$ cat src/pmp_pkg.sv
// Four PMP entries with G fixed at 0; no MMWP, no mseccfgh, no debug region
package pmp_pkg;

  // Entry count, the pmpcfg0 byte layout relies on exactly four
  localparam int unsigned NUM_REGIONS = 4;

  // Plain vector widths
  typedef logic [11:0] csr_addr_t;
  typedef logic [31:0] word_t;

  // pmpaddr holds physical address bits 33 to 2
  typedef logic [31:0] pmp_addr_t;

  // Implemented CSRs
  localparam csr_addr_t CSR_PMPCFG0  = 12'h3A0;
  localparam csr_addr_t CSR_PMPADDR0 = 12'h3B0;
  localparam csr_addr_t CSR_MSECCFG  = 12'h747;

  // mseccfg bit positions
  localparam int unsigned MSECCFG_MML_BIT = 0;
  localparam int unsigned MSECCFG_RLB_BIT = 2;

  // Address-matching mode, the A field of pmpcfg
  typedef enum logic [1:0] {
    PMP_OFF   = 2'b00,
    PMP_TOR   = 2'b01,
    PMP_NA4   = 2'b10,
    PMP_NAPOT = 2'b11
  } pmp_mode_e;

  typedef enum logic [1:0] {
    PRIV_U = 2'b00,
    PRIV_M = 2'b11
  } priv_e;

  typedef enum logic [1:0] {
    ACC_READ  = 2'b00,
    ACC_WRITE = 2'b01,
    ACC_EXEC  = 2'b10
  } acc_type_e;

  // One pmpcfg byte, L 00 A X W R
  typedef struct packed {
    logic      lock;
    logic [1:0] zero;
    pmp_mode_e mode;
    logic      exec;
    logic      write;
    logic      read;
  } pmp_cfg_t;

  typedef struct packed {
    logic rlb;
    logic mml;
  } mseccfg_t;

  // One CSR request, read when we is low
  typedef struct packed {
    logic      we;
    priv_e     priv;
    csr_addr_t addr;
    word_t     wdata;
  } csr_req_t;

  // Whole register state as seen by the checker
  typedef struct packed {
    pmp_cfg_t  [NUM_REGIONS-1:0] cfg;
    pmp_addr_t [NUM_REGIONS-1:0] addr;
    mseccfg_t                    mseccfg;
  } pmp_state_t;

  typedef struct packed {
    word_t     addr;
    acc_type_e acc;
    priv_e     priv;
  } acc_req_t;

endpackage

$ cat src/pmp_access_check.sv
// No MML permission semantics; privilege other than M is checked like U
module pmp_access_check (
  input  pmp_pkg::acc_req_t   acc_req_i,
  input  pmp_pkg::pmp_state_t state_i,
  output logic                allowed_o
);
  import pmp_pkg::*;

  logic [NUM_REGIONS-1:0] region_match;
  logic                   hit_any;
  pmp_cfg_t               hit_cfg;
  logic                   perm;
  logic                   is_mmode;

  for (genvar i = 0; i < NUM_REGIONS; i++) begin : g_region
    pmp_addr_t addr_below;

    // TOR of entry 0 starts at address zero
    if (i == 0) begin : g_first
      assign addr_below = '0;
    end else begin : g_rest
      assign addr_below = state_i.addr[i-1];
    end

    pmp_region_match i_match (
      .addr_i          (acc_req_i.addr),
      .mode_i          (state_i.cfg[i].mode),
      .pmpaddr_i       (state_i.addr[i]),
      .pmpaddr_below_i (addr_below),
      .match_o         (region_match[i])
    );
  end

  // Lowest index wins, so scan downwards
  always_comb begin
    hit_any = 1'b0;
    hit_cfg = '0;
    for (int i = NUM_REGIONS - 1; i >= 0; i--) begin
      if (region_match[i]) begin
        hit_any = 1'b1;
        hit_cfg = state_i.cfg[i];
      end
    end
  end

  always_comb begin
    case (acc_req_i.acc)
      ACC_READ:  perm = hit_cfg.read;
      ACC_WRITE: perm = hit_cfg.write;
      ACC_EXEC:  perm = hit_cfg.exec;
      default:   perm = 1'b0;
    endcase
  end

  assign is_mmode = (acc_req_i.priv == PRIV_M);

  always_comb begin
    if (!hit_any) begin
      allowed_o = is_mmode;
    end else if (is_mmode && !hit_cfg.lock) begin
      // Unlocked entries do not bind M-mode
      allowed_o = 1'b1;
    end else begin
      allowed_o = perm;
    end
  end

  // Default deny for U-mode with no entry matching
  always_comb begin
    if ((acc_req_i.priv == PRIV_U) && (region_match == '0)) begin
      a_umode_default_deny: assert final (!allowed_o);
    end
  end

endmodule

$ cat src/pmp_cfg_legalize.sv
// WARL rules for one pmpcfg byte; NA4 stays selectable since G is fixed at 0
module pmp_cfg_legalize (
  input  pmp_pkg::pmp_cfg_t cfg_old_i,
  input  pmp_pkg::pmp_cfg_t cfg_new_i,
  input  pmp_pkg::mseccfg_t mseccfg_i,
  output pmp_pkg::pmp_cfg_t cfg_o
);
  import pmp_pkg::*;

  logic [2:0] rwx_new;
  logic [3:0] lrwx_new;
  logic       rlb_clear;
  logic       locked_exec;
  pmp_cfg_t   cfg_tmp;

  // X W R as stored in the low bits
  assign rwx_new = {cfg_new_i.exec, cfg_new_i.write, cfg_new_i.read};

  // L R W X order for the locked-executable check
  assign lrwx_new = {cfg_new_i.lock, cfg_new_i.read, cfg_new_i.write, cfg_new_i.exec};

  assign rlb_clear = !mseccfg_i.rlb;

  // Encodings MML reserves for M-mode only execute regions
  assign locked_exec = (lrwx_new == 4'b1001) || (lrwx_new == 4'b1010) ||
                       (lrwx_new == 4'b1011) || (lrwx_new == 4'b1101);

  always_comb begin
    cfg_tmp = cfg_new_i;

    // Write without read is reserved unless MML is set
    if (((rwx_new == 3'b010) || (rwx_new == 3'b110)) && !mseccfg_i.mml) begin
      cfg_tmp.exec  = cfg_old_i.exec;
      cfg_tmp.write = cfg_old_i.write;
      cfg_tmp.read  = cfg_old_i.read;
    end

    // Locked entry ignores the write
    if (cfg_old_i.lock && rlb_clear) begin
      cfg_tmp = cfg_old_i;
    end

    if (mseccfg_i.mml && rlb_clear && locked_exec) begin
      cfg_tmp = cfg_old_i;
    end

    // Reserved bits always read as zero
    cfg_tmp.zero = 2'b00;
  end

  assign cfg_o = cfg_tmp;

endmodule

$ cat src/pmp_csr_regs.sv
// Address 0 with we low counts as idle; non-M privilege is treated as U and reads back zero
module pmp_csr_regs (
  input  logic                clk_i,
  input  logic                rst_ni,
  input  pmp_pkg::csr_req_t   csr_req_i,
  output pmp_pkg::word_t      csr_rdata_o,
  output logic                csr_illegal_o,
  output pmp_pkg::pmp_state_t state_o
);
  import pmp_pkg::*;

  pmp_cfg_t  [NUM_REGIONS-1:0] cfg_q;
  pmp_cfg_t  [NUM_REGIONS-1:0] cfg_legal;
  pmp_addr_t [NUM_REGIONS-1:0] addr_q;
  mseccfg_t                    mseccfg_q;

  logic [NUM_REGIONS-1:0] is_addr;
  logic [NUM_REGIONS-1:0] addr_locked;
  logic [NUM_REGIONS-1:0] cfg_lock_bits;
  logic                   is_cfg;
  logic                   is_mseccfg;
  logic                   implemented;
  logic                   pending;
  logic                   illegal;
  logic                   write_en;
  logic                   any_locked;
  word_t                  rdata;

  // Address decode
  assign is_cfg      = (csr_req_i.addr == CSR_PMPCFG0);
  assign is_mseccfg  = (csr_req_i.addr == CSR_MSECCFG);
  assign implemented = is_cfg || is_mseccfg || (|is_addr);

  assign pending  = csr_req_i.we || (csr_req_i.addr != '0);
  assign illegal  = pending && ((csr_req_i.priv != PRIV_M) || !implemented);
  assign write_en = csr_req_i.we && !illegal;

  assign any_locked = |cfg_lock_bits;

  for (genvar i = 0; i < NUM_REGIONS; i++) begin : g_entry
    assign is_addr[i]       = (csr_req_i.addr == csr_addr_t'(CSR_PMPADDR0 + i));
    assign cfg_lock_bits[i] = cfg_q[i].lock;

    // A locked TOR entry above also freezes this address
    if (i < NUM_REGIONS - 1) begin : g_tor_below
      assign addr_locked[i] = cfg_q[i].lock ||
                              (cfg_q[i+1].lock && (cfg_q[i+1].mode == PMP_TOR));
    end else begin : g_top
      assign addr_locked[i] = cfg_q[i].lock;
    end

    pmp_cfg_legalize i_legalize (
      .cfg_old_i (cfg_q[i]),
      .cfg_new_i (pmp_cfg_t'(csr_req_i.wdata[8*i +: 8])),
      .mseccfg_i (mseccfg_q),
      .cfg_o     (cfg_legal[i])
    );

    a_locked_cfg_stable: assert property (
      @(posedge clk_i) disable iff (!rst_ni)
      cfg_q[i].lock && !mseccfg_q.rlb |=> $stable(cfg_q[i])
    );
  end

  always_ff @(posedge clk_i or negedge rst_ni) begin
    if (!rst_ni) begin
      cfg_q     <= '0;
      addr_q    <= '0;
      mseccfg_q <= '0;
    end else if (write_en) begin
      if (is_cfg) begin
        cfg_q <= cfg_legal;
      end
      for (int i = 0; i < NUM_REGIONS; i++) begin
        if (is_addr[i] && (!addr_locked[i] || mseccfg_q.rlb)) begin
          addr_q[i] <= csr_req_i.wdata;
        end
      end
      if (is_mseccfg) begin
        // MML can only be set
        mseccfg_q.mml <= mseccfg_q.mml | csr_req_i.wdata[MSECCFG_MML_BIT];
        // RLB frozen once something is locked
        if (!any_locked || mseccfg_q.rlb) begin
          mseccfg_q.rlb <= csr_req_i.wdata[MSECCFG_RLB_BIT];
        end
      end
    end
  end

  // Read mux
  always_comb begin
    rdata = '0;
    if (is_cfg) begin
      rdata = word_t'(cfg_q);
    end else if (is_mseccfg) begin
      rdata[MSECCFG_MML_BIT] = mseccfg_q.mml;
      rdata[MSECCFG_RLB_BIT] = mseccfg_q.rlb;
    end else begin
      for (int i = 0; i < NUM_REGIONS; i++) begin
        if (is_addr[i]) begin
          rdata = addr_q[i];
        end
      end
    end
  end

  assign csr_rdata_o   = illegal ? '0 : rdata;
  assign csr_illegal_o = illegal;

  assign state_o.cfg     = cfg_q;
  assign state_o.addr    = addr_q;
  assign state_o.mseccfg = mseccfg_q;

  // Sticky until reset
  a_mml_sticky: assert property (
    @(posedge clk_i) disable iff (!rst_ni)
    mseccfg_q.mml |=> mseccfg_q.mml
  );

endmodule

$ cat src/pmp_region_match.sv
// Word-granular match of one entry; only the low 32 bits of the 34-bit space are reachable
module pmp_region_match (
  input  pmp_pkg::word_t     addr_i,
  input  pmp_pkg::pmp_mode_e mode_i,
  input  pmp_pkg::pmp_addr_t pmpaddr_i,
  input  pmp_pkg::pmp_addr_t pmpaddr_below_i,
  output logic               match_o
);
  import pmp_pkg::*;

  pmp_addr_t word_addr;
  pmp_addr_t napot_mask;
  logic      match_tor;
  logic      match_na4;
  logic      match_napot;

  // Access address in pmpaddr units
  assign word_addr = {2'b00, addr_i[31:2]};

  // Inclusive lower bound, exclusive upper bound
  assign match_tor = (word_addr >= pmpaddr_below_i) && (word_addr < pmpaddr_i);

  assign match_na4 = (word_addr == pmpaddr_i);

  // Trailing ones plus the first zero are don't-care bits
  // all ones in pmpaddr gives an empty mask and matches everything
  assign napot_mask  = ~(pmpaddr_i ^ (pmpaddr_i + 32'd1));
  assign match_napot = ((word_addr & napot_mask) == (pmpaddr_i & napot_mask));

  always_comb begin
    case (mode_i)
      PMP_TOR:   match_o = match_tor;
      PMP_NA4:   match_o = match_na4;
      PMP_NAPOT: match_o = match_napot;
      default:   match_o = 1'b0;
    endcase
  end

endmodule

$ cat src/pmp_top.sv
// Single CSR write strobe and a combinational access check, no handshake on either port
module pmp_top (
  input  logic              clk_i,
  input  logic              rst_ni,
  input  pmp_pkg::csr_req_t csr_req_i,
  output pmp_pkg::word_t    csr_rdata_o,
  output logic              csr_illegal_o,
  input  pmp_pkg::acc_req_t acc_req_i,
  output logic              acc_allowed_o
);
  import pmp_pkg::*;

  pmp_state_t pmp_state;

  // Register file with WARL rules
  pmp_csr_regs i_csr_regs (
    .clk_i         (clk_i),
    .rst_ni        (rst_ni),
    .csr_req_i     (csr_req_i),
    .csr_rdata_o   (csr_rdata_o),
    .csr_illegal_o (csr_illegal_o),
    .state_o       (pmp_state)
  );

  // Checker sees the stored state from the cycle after a write
  pmp_access_check i_access_check (
    .acc_req_i (acc_req_i),
    .state_i   (pmp_state),
    .allowed_o (acc_allowed_o)
  );

endmodule

$ cat config.mk
export PLATFORM = sky130hd
export DESIGN_NAME = pmp_top
export DESIGN_NICKNAME = d
export VERILOG_FILES = /design/src/pmp_pkg.sv /design/src/pmp_access_check.sv /design/src/pmp_cfg_legalize.sv /design/src/pmp_csr_regs.sv /design/src/pmp_region_match.sv /design/src/pmp_top.sv
export SDC_FILE = /design/constraint.sdc
export NUM_CORES = 1
export LEC_CHECK = 0
export BUFFER_PORTS_ARGS = -buffer_cell sky130_fd_sc_hd__buf_2
export CAP_MARGIN = 15
export CELL_PAD_IN_SITES_DETAIL_PLACEMENT = 0
export CELL_PAD_IN_SITES_GLOBAL_PLACEMENT = 1
export CORE_ASPECT_RATIO = 0.9
export CORE_MARGIN = 3
export CORE_UTILIZATION = 40
export DETAILED_ROUTE_END_ITERATION = 12
export GPL_TIMING_DRIVEN = 0
export MAX_ROUTING_LAYER = met4
export PLACE_DENSITY_LB_ADDON = 0.08
export SETUP_SLACK_MARGIN = 0.1
export SKIP_CTS_REPAIR_TIMING = 1
export SYNTH_ARGS = -nofsm -noshare
export SYNTH_HDL_FRONTEND = slang
export SYNTH_HIERARCHICAL = 1
export SYNTH_SLANG_ARGS = --single-unit
$ cat constraint.sdc
create_clock -name clk_i -period 4.6 [get_ports clk_i]
set_clock_uncertainty 0.15 [all_clocks]
set_input_delay 0.46 -clock clk_i [delete_from_list [all_inputs] [get_ports clk_i]]
set_output_delay 0.46 -clock clk_i [all_outputs]
set_load 0.005 [all_outputs]
==> results of run 1 <==
[cells in the mapped netlist (6+ instances only)]
master / n
a2111oi_0: 7
a211oi_1: 22
a21boi_0: 6
a21o_1: 24
a21oi_1: 113
a22oi_1: 31
and3_1: 15
and3_4: 8
and4_1: 12
and4_4: 8
buf_2: 27
buf_4: 8
clkbuf_1: 9
dfrtp_1: 162
ha_1: 360
inv_1: 278
mux2_1: 13
mux2_2: 163
mux4_2: 31
nand2_1: 204
nand2b_1: 9
nand3_1: 85
nand3b_1: 6
nand4_1: 90
nor2_1: 50
nor2b_1: 11
nor3_1: 13
nor4_1: 26
o21ai_0: 26
o31a_1: 6
or4_1: 8
xnor2_1: 12
xor2_1: 220
[power by group through the flow]
stage                     registers (mW)  clock network, mW  logic [mW]
final                               1.43               1.49       0.649
after detailed placement            1.46                  0       0.638
after global placement              1.46                  0       0.614
after floorplan                     1.46                  0       0.349
after global routing                1.43               1.58       0.733
after CTS                           1.43               1.53       0.642
[worst paths after layout]
check	startpoint	to	slack [ns]	cells after the start
worst max-delay path	i_csr_regs/state_o[41]	acc_allowed_o	-0.77	19
worst min-delay path	csr_req_i[6]	i_csr_regs/state_o[104]	0.15	2
worst max register to register	i_csr_regs/state_o[149]	i_csr_regs/state_o[64]	2.09	4
worst min register to register	i_csr_regs/state_o[136]	i_csr_regs/state_o[136]	0.36	1
max in group asynchronous	rst_ni	i_csr_regs/state_o[5]	2.94	3
min in group asynchronous	rst_ni	i_csr_regs/state_o[94]	0.43	2
[stage by stage]
stage,power (mW),instance area (um^2),hold slack [ns]
after floorplan,1.80,20000,0.0144
after global placement,2.07,21300,0.340
after detailed placement,2.10,21400,0.342
after CTS,3.60,22000,-0.159
after global routing,3.74,22800,0.132
final,3.57,22800,0.146
[worst max-delay path: stages (launching register included)]
cell and delay (ns):
dfrtp_2 0.48, and4_4 0.28, and3_4 0.20, and3_1 0.18
and2_4 0.19, and3_4 0.22, nand4_1 0.10, ha_1 0.33
xor2_1 0.16, nand2_1 0.11, xor2_1 0.42, and3_1 0.23
nand4_1 0.20, a211oi_4 0.41, buf_6 0.17, a21oi_2 0.03
a221o_1 0.32, nand4_1 0.07, nand3_1 0.06, buf_2 0.13
[cells by family after synthesis]
logic type      Yosys count  synth area share [%]
buf+inv                 330                  6.73
other cells               5                0.0947
flops                   162                  20.5
simple gates            578                  15.6
xor+xnor                232                  10.3
mux                     208                  13.6
compound gates          301                  10.5
fa+ha+maj               360                  22.7
[routing by layer]
layer / vias up / GRT usage (%)
li1: 8249 / -
met1: 8421 / 39.6
met2: 427 / 41.4
met3: 62 / 3.61
met4: 0 / 4.19
met5: - / -
[area by class of cell]
class	instances	area share, %
Inverter	282	4.65
Sequential cell	162	18.0
Clock inverter	14	0.735
Timing Repair Buffer	184	5.00
Multi-Input combinational cell	1721	65.0
Clock buffer	18	1.88
Antenna cell	4	0.0439
Buffer	48	1.25
Tap cell	624	3.42
==> results by group, run 1 <==
Outcome
  – Status: finished with violations
  – Violated checks: setup timing

Power
  – P_leak: a little over 10 nW
  – Sw power: 1.09 mW
  – Sw frac: 30.6%
  – Sequential share of power: 40.0%
  – Logic pwr share: between 15 and 20%
  – Pwr dens: 157 nW/um^2
  – Power Internal: around 2.5 mW
  – Clock power share: between 40% and 50%
  – Peak VDD IR: between 0.2 and 0.3 mV

Timing
  – Slew headroom: 33.8%
  – Endpoints failing hold: 0
  – Max Transition Viols Final: 0
  – Fin Setup TNS: -0.765 ns
  – RSZ-0062 raised after global routing: yes
  – Setup ws final: -0.765 ns
  – Worst slew pin tran: 0.985 ns
  – Highest achievable clock rate: ~190 MHz
  – Tmin final: approximately 5.4 ns
  – # setup viols final: 1
  – Tcrit/Tclk final: 117%

Detailed routing
  – Final antenna-violating net count: 0
  – Wire length per cell: 23.0 um
  – DR pass1 iterations: 5
  – WL met1: around 34000 um
  – Drt drc: 0
  – WL met2: about 31000 um
  – Initial DRC Count: ~1300
  – Via-per-instance ratio: 5.61
  – Top Layer Used: met4
  – Total wire length: about 70000 um
  – Via count: 17200
  – Wire length on met3: approximately 3600 um

Yosys
  – EDFF count, synth: 0
  – Netlist cell types: 80
  – Commonest register cell after synthesis: dfrtp_1
  – Syn avg cell area: between 9 and 10 um^2
  – Yosys reg bits: approximately 160
  – Seq/Total Area, Yosys: between 20% and 30%
  – Post-synth ARST share: 100%
  – Top cells by area, synth: ha_1 23%, dfrtp_1 20%, xor2_1 9.7%, mux2_2 9.3%, inv_1 5.3%
  – Synth top area share: 22.7%
  – Synth area leader: ha_1
  – Ys Warns: 6
  – Gate Count Post-Synth: 2176
  – Mapped cell area: 19800 um^2

Die
  – Die span in y: 217 um
  – Die Width: 241 um
  – Initial Utilization: 40.9%
  – Total core area: between 40000 and 50000 um^2
  – Ports: 119
  – Die area: roughly 52000 um^2
  – Row count: 76

Place
  – Placed instance count: around 3000
  – Routability Congestion: between 0.9 and 1
  – Final HPWL DP: 56000 um
  – I/O Buffers: roughly 120
  – Setup WS pre-CTS: -1.21 ns

Clocking
  – Max clock buf depth: 2
  – Root buffer cell: clkbuf_16
  – CTS tree: done
  – CTS H-tree lvls: 4
  – Clock Latency Late Sink: 0.45 ns
  – Clock sinks: between 150 and 200
  – Clock slew at reported path FFs: about 0.070 ns
  – Inserted Clock Buffers: 17

Finish
  – Post-route insts no fill: 3057
  – NumNets Final: 2861
  – Reg area: 4100 um^2
  – Fillers: 4685
  – Commonest non-fill, non-tap cell in the layout: ha_1
  – Fin util: between 40% and 50%
  – Commonest non-fill, non-tap cells in the layout: 356 x ha_1, 275 x inv_1, 211 x xor2_1
  – Max reg flops: 162
  – Proportion of layout cells with a drive suffix above 1: roughly a quarter
  – Layout area overhead: 15.1%
  – Multi-input logic area: ~15000 um^2

Flow run
  – Max Cap Violations: 0

GRT
  – Initial antenna violation count: 2
  – First-pass GRT wire length: roughly 100000 um
  – Grt ovf: 0
  – Vias in the first global route: roughly 16000
  – Largest net degree at the start of global routing: 86
  – Overall Global Routing Usage: ~27%

Critical path
  – CP arrival: about 4.8 ns
  – Crit Path Class: reg -> out
  – Critical Path Start Type: flip-flop
  – CP max FO: 8
  – CP required: ~4.0 ns
  – Critical Path Sink Type: output pin

Worst hold path
  – Worst Hold Class: in -> reg
Note: power is estimated with default switching activity, not from simulation.
==> inputs of run 2 (changes only) <==
--- a/config.mk
+++ b/config.mk
@@ -18,6 +18,7 @@
 export PLACE_DENSITY_LB_ADDON = 0.08
 export SETUP_SLACK_MARGIN = 0.1
 export SKIP_CTS_REPAIR_TIMING = 1
+export SLEW_MARGIN = 20
 export SYNTH_ARGS = -nofsm -noshare
 export SYNTH_HDL_FRONTEND = slang
 export SYNTH_HIERARCHICAL = 1
==> constraint.sdc (replaced) <==
create_clock -name clk_i -period 6.3 [get_ports clk_i]
set_clock_uncertainty 0.15 [all_clocks]
set_input_delay 0.63 -clock clk_i [delete_from_list [all_inputs] [get_ports clk_i]]
set_output_delay 0.63 -clock clk_i [all_outputs]
set_load 0.005 [all_outputs]
==> results by group, run 2 (synthesized netlist as in run 1, its figures left out) <==
Outcome
  – Status: finished with violations
  – Violated checks: hold timing

Critical path
  – R2r worst-path depth: 5
  – WP depth: 20
  – Critical Path Sink Type: output pin
  – Crit path cell chain: and4_1, and3_4, and3_1, and2_2, and3_1, nand2_1, ha_1, xor2_1, nand2_1, xor2_1, nand4_1, nor4_1, nand4_1, a211oi_4, buf_6, a21oi_2, a221o_1, nand4_1, nand3_1, buf_2
  – Slowest CP cell: dfrtp_1
  – Crit Path Class: reg -> out
  – Crit-path max cell delay: between 0.5 and 0.6 ns
  – Cell family with most CP delay: simple AND/OR/NAND/NOR gates
  – CP required: roughly 5.5 ns
  – Most used cell, CP: nand4_1
  – Crit path buf inv count: 2
  – Critical Path Start Type: flip-flop
  – CP arrival: between 5 and 6 ns
  – CP max FO: 10
  – R2R setup slack: 3.83 ns

Detailed routing
  – Drt drc: 0
  – Initial DRC Count: between 1000 and 1500
  – DR pass1 iterations: 6
  – Final antenna-violating net count: 0
  – Wire length per cell: 23.2 um
  – Via-per-instance ratio: 5.64
  – Total wire length: 69300 um
  – Via count: between 15000 and 20000

GRT
  – Grt ovf: 0
  – First-pass GRT wire length: 103000 um
  – GRT met2 Usage: 41.4%
  – GRT met1 Usage: between 30% and 40%
  – Met3 usage: between 3 and 4%
  – Vias in the first global route: 15600
  – Overall Global Routing Usage: between 20 and 30%
  – Largest net degree at the start of global routing: 86
  – GR peak layer: met2
  – Initial antenna violation count: 1

Die
  – Die span in y: 217 um
  – Row count: 76
  – Die Width: 241 um
  – Initial Utilization: between 40% and 50%
  – Total core area: roughly 48000 um^2
  – Ports: roughly 120
  – Die area: 52300 um^2

Place
  – Final HPWL DP: about 56000 um
  – I/O Buffers: between 100 and 150
  – Placed instance count: a little under 3000
  – Placement-stage cell area: approximately 21000 um^2
  – Setup WS pre-CTS: between 0.3 and 0.4 ns
  – Routability Congestion: between 0.9 and 1

Timing
  – Setup ws final: 0.319 ns
  – Max Transition Viols Final: 0
  – Highest achievable clock rate: between 150 and 200 MHz
  – # setup viols final: 0
  – Worst slew pin tran: between 0.9 and 1 ns
  – RSZ-0062 raised after global routing: no
  – Tcrit/Tclk final: a little over nine tenths
  – Slew headroom: 35.4%
  – Tmin final: about 6 ns
  – Hold_ws: -0.00487 ns
  – Endpoints failing hold: 2
  – Fin Setup TNS: 0 ns

Clocking
  – Clock sinks: 162
  – CTS tree: done
  – Clock slew at reported path FFs: around 0.070 ns
  – Root buffer cell: clkbuf_16
  – Max clock buf depth: 2
  – Clock Latency Late Sink: 0.46 ns
  – CTS H-tree lvls: 4
  – Inserted Clock Buffers: 17

Finish
  – Fin util: 45.5%
  – Post-layout instance area: roughly 22000 um^2
  – Commonest non-fill, non-tap cell in the layout: ha_1
  – Proportion of layout cells with a drive suffix above 1: a little under a fifth
  – NumNets Final: 2797
  – Commonest non-fill, non-tap cells in the layout: 360 x ha_1, 278 x inv_1, 220 x xor2_1
  – Max reg flops: 162
  – Post-route insts no fill: approximately 3000
  – Layout area overhead: 11.2%

Power
  – Total power: around 2.6 mW
  – Peak VDD IR: around 0.19 mV
  – Pwr dens: roughly 120 nW/um^2
  – P_leak: roughly 10 nW

Flow run
  – Max Cap Violations: 0

Worst hold path
  – Worst Hold Class: in -> async
run 2: worst paths after layout:
check	start	endpoint
max in group asynchronous	rst_ni	i_csr_regs/state_o[36]
worst min-delay path	rst_ni	i_csr_regs/state_o[94]
worst max-delay path	i_csr_regs/state_o[41]	acc_allowed_o
worst max register to register	i_csr_regs/state_o[150]	i_csr_regs/state_o[63]
worst min register to register	i_csr_regs/state_o[136]	i_csr_regs/state_o[136]
min in group clk_i	csr_req_i[6]	i_csr_regs/state_o[40]
run 2: area by class of cell:
class                           count  area (um^2)
Clock buffer                       18          429
Timing Repair Buffer              120          653
Sequential cell                   162         4060
Tap cell                          624          781
Antenna cell                        1         2.50
Fill cell                        4714        26400
Inverter                          282         1060
Multi-Input combinational cell   1721        14600
Clock inverter                     14          168
Buffer                             48          274
run 2: layer usage:
layer	routed length, um	part of all wire [%]	vias to the layer above
met2	30800	44	391
met1	33800	49	8280
met5	0	0	-
met4	1130	1.6	0
li1	-	-	8123
met3	3530	5.1	59
run 2: report_power, final:
part / leakage [nW] / switching (mW) / internal, mW
registers: 2.26 / 0.00369 / 1.04
clock network: 0.287 / 0.495 / 0.598
logic: 7.23 / 0.299 / 0.169
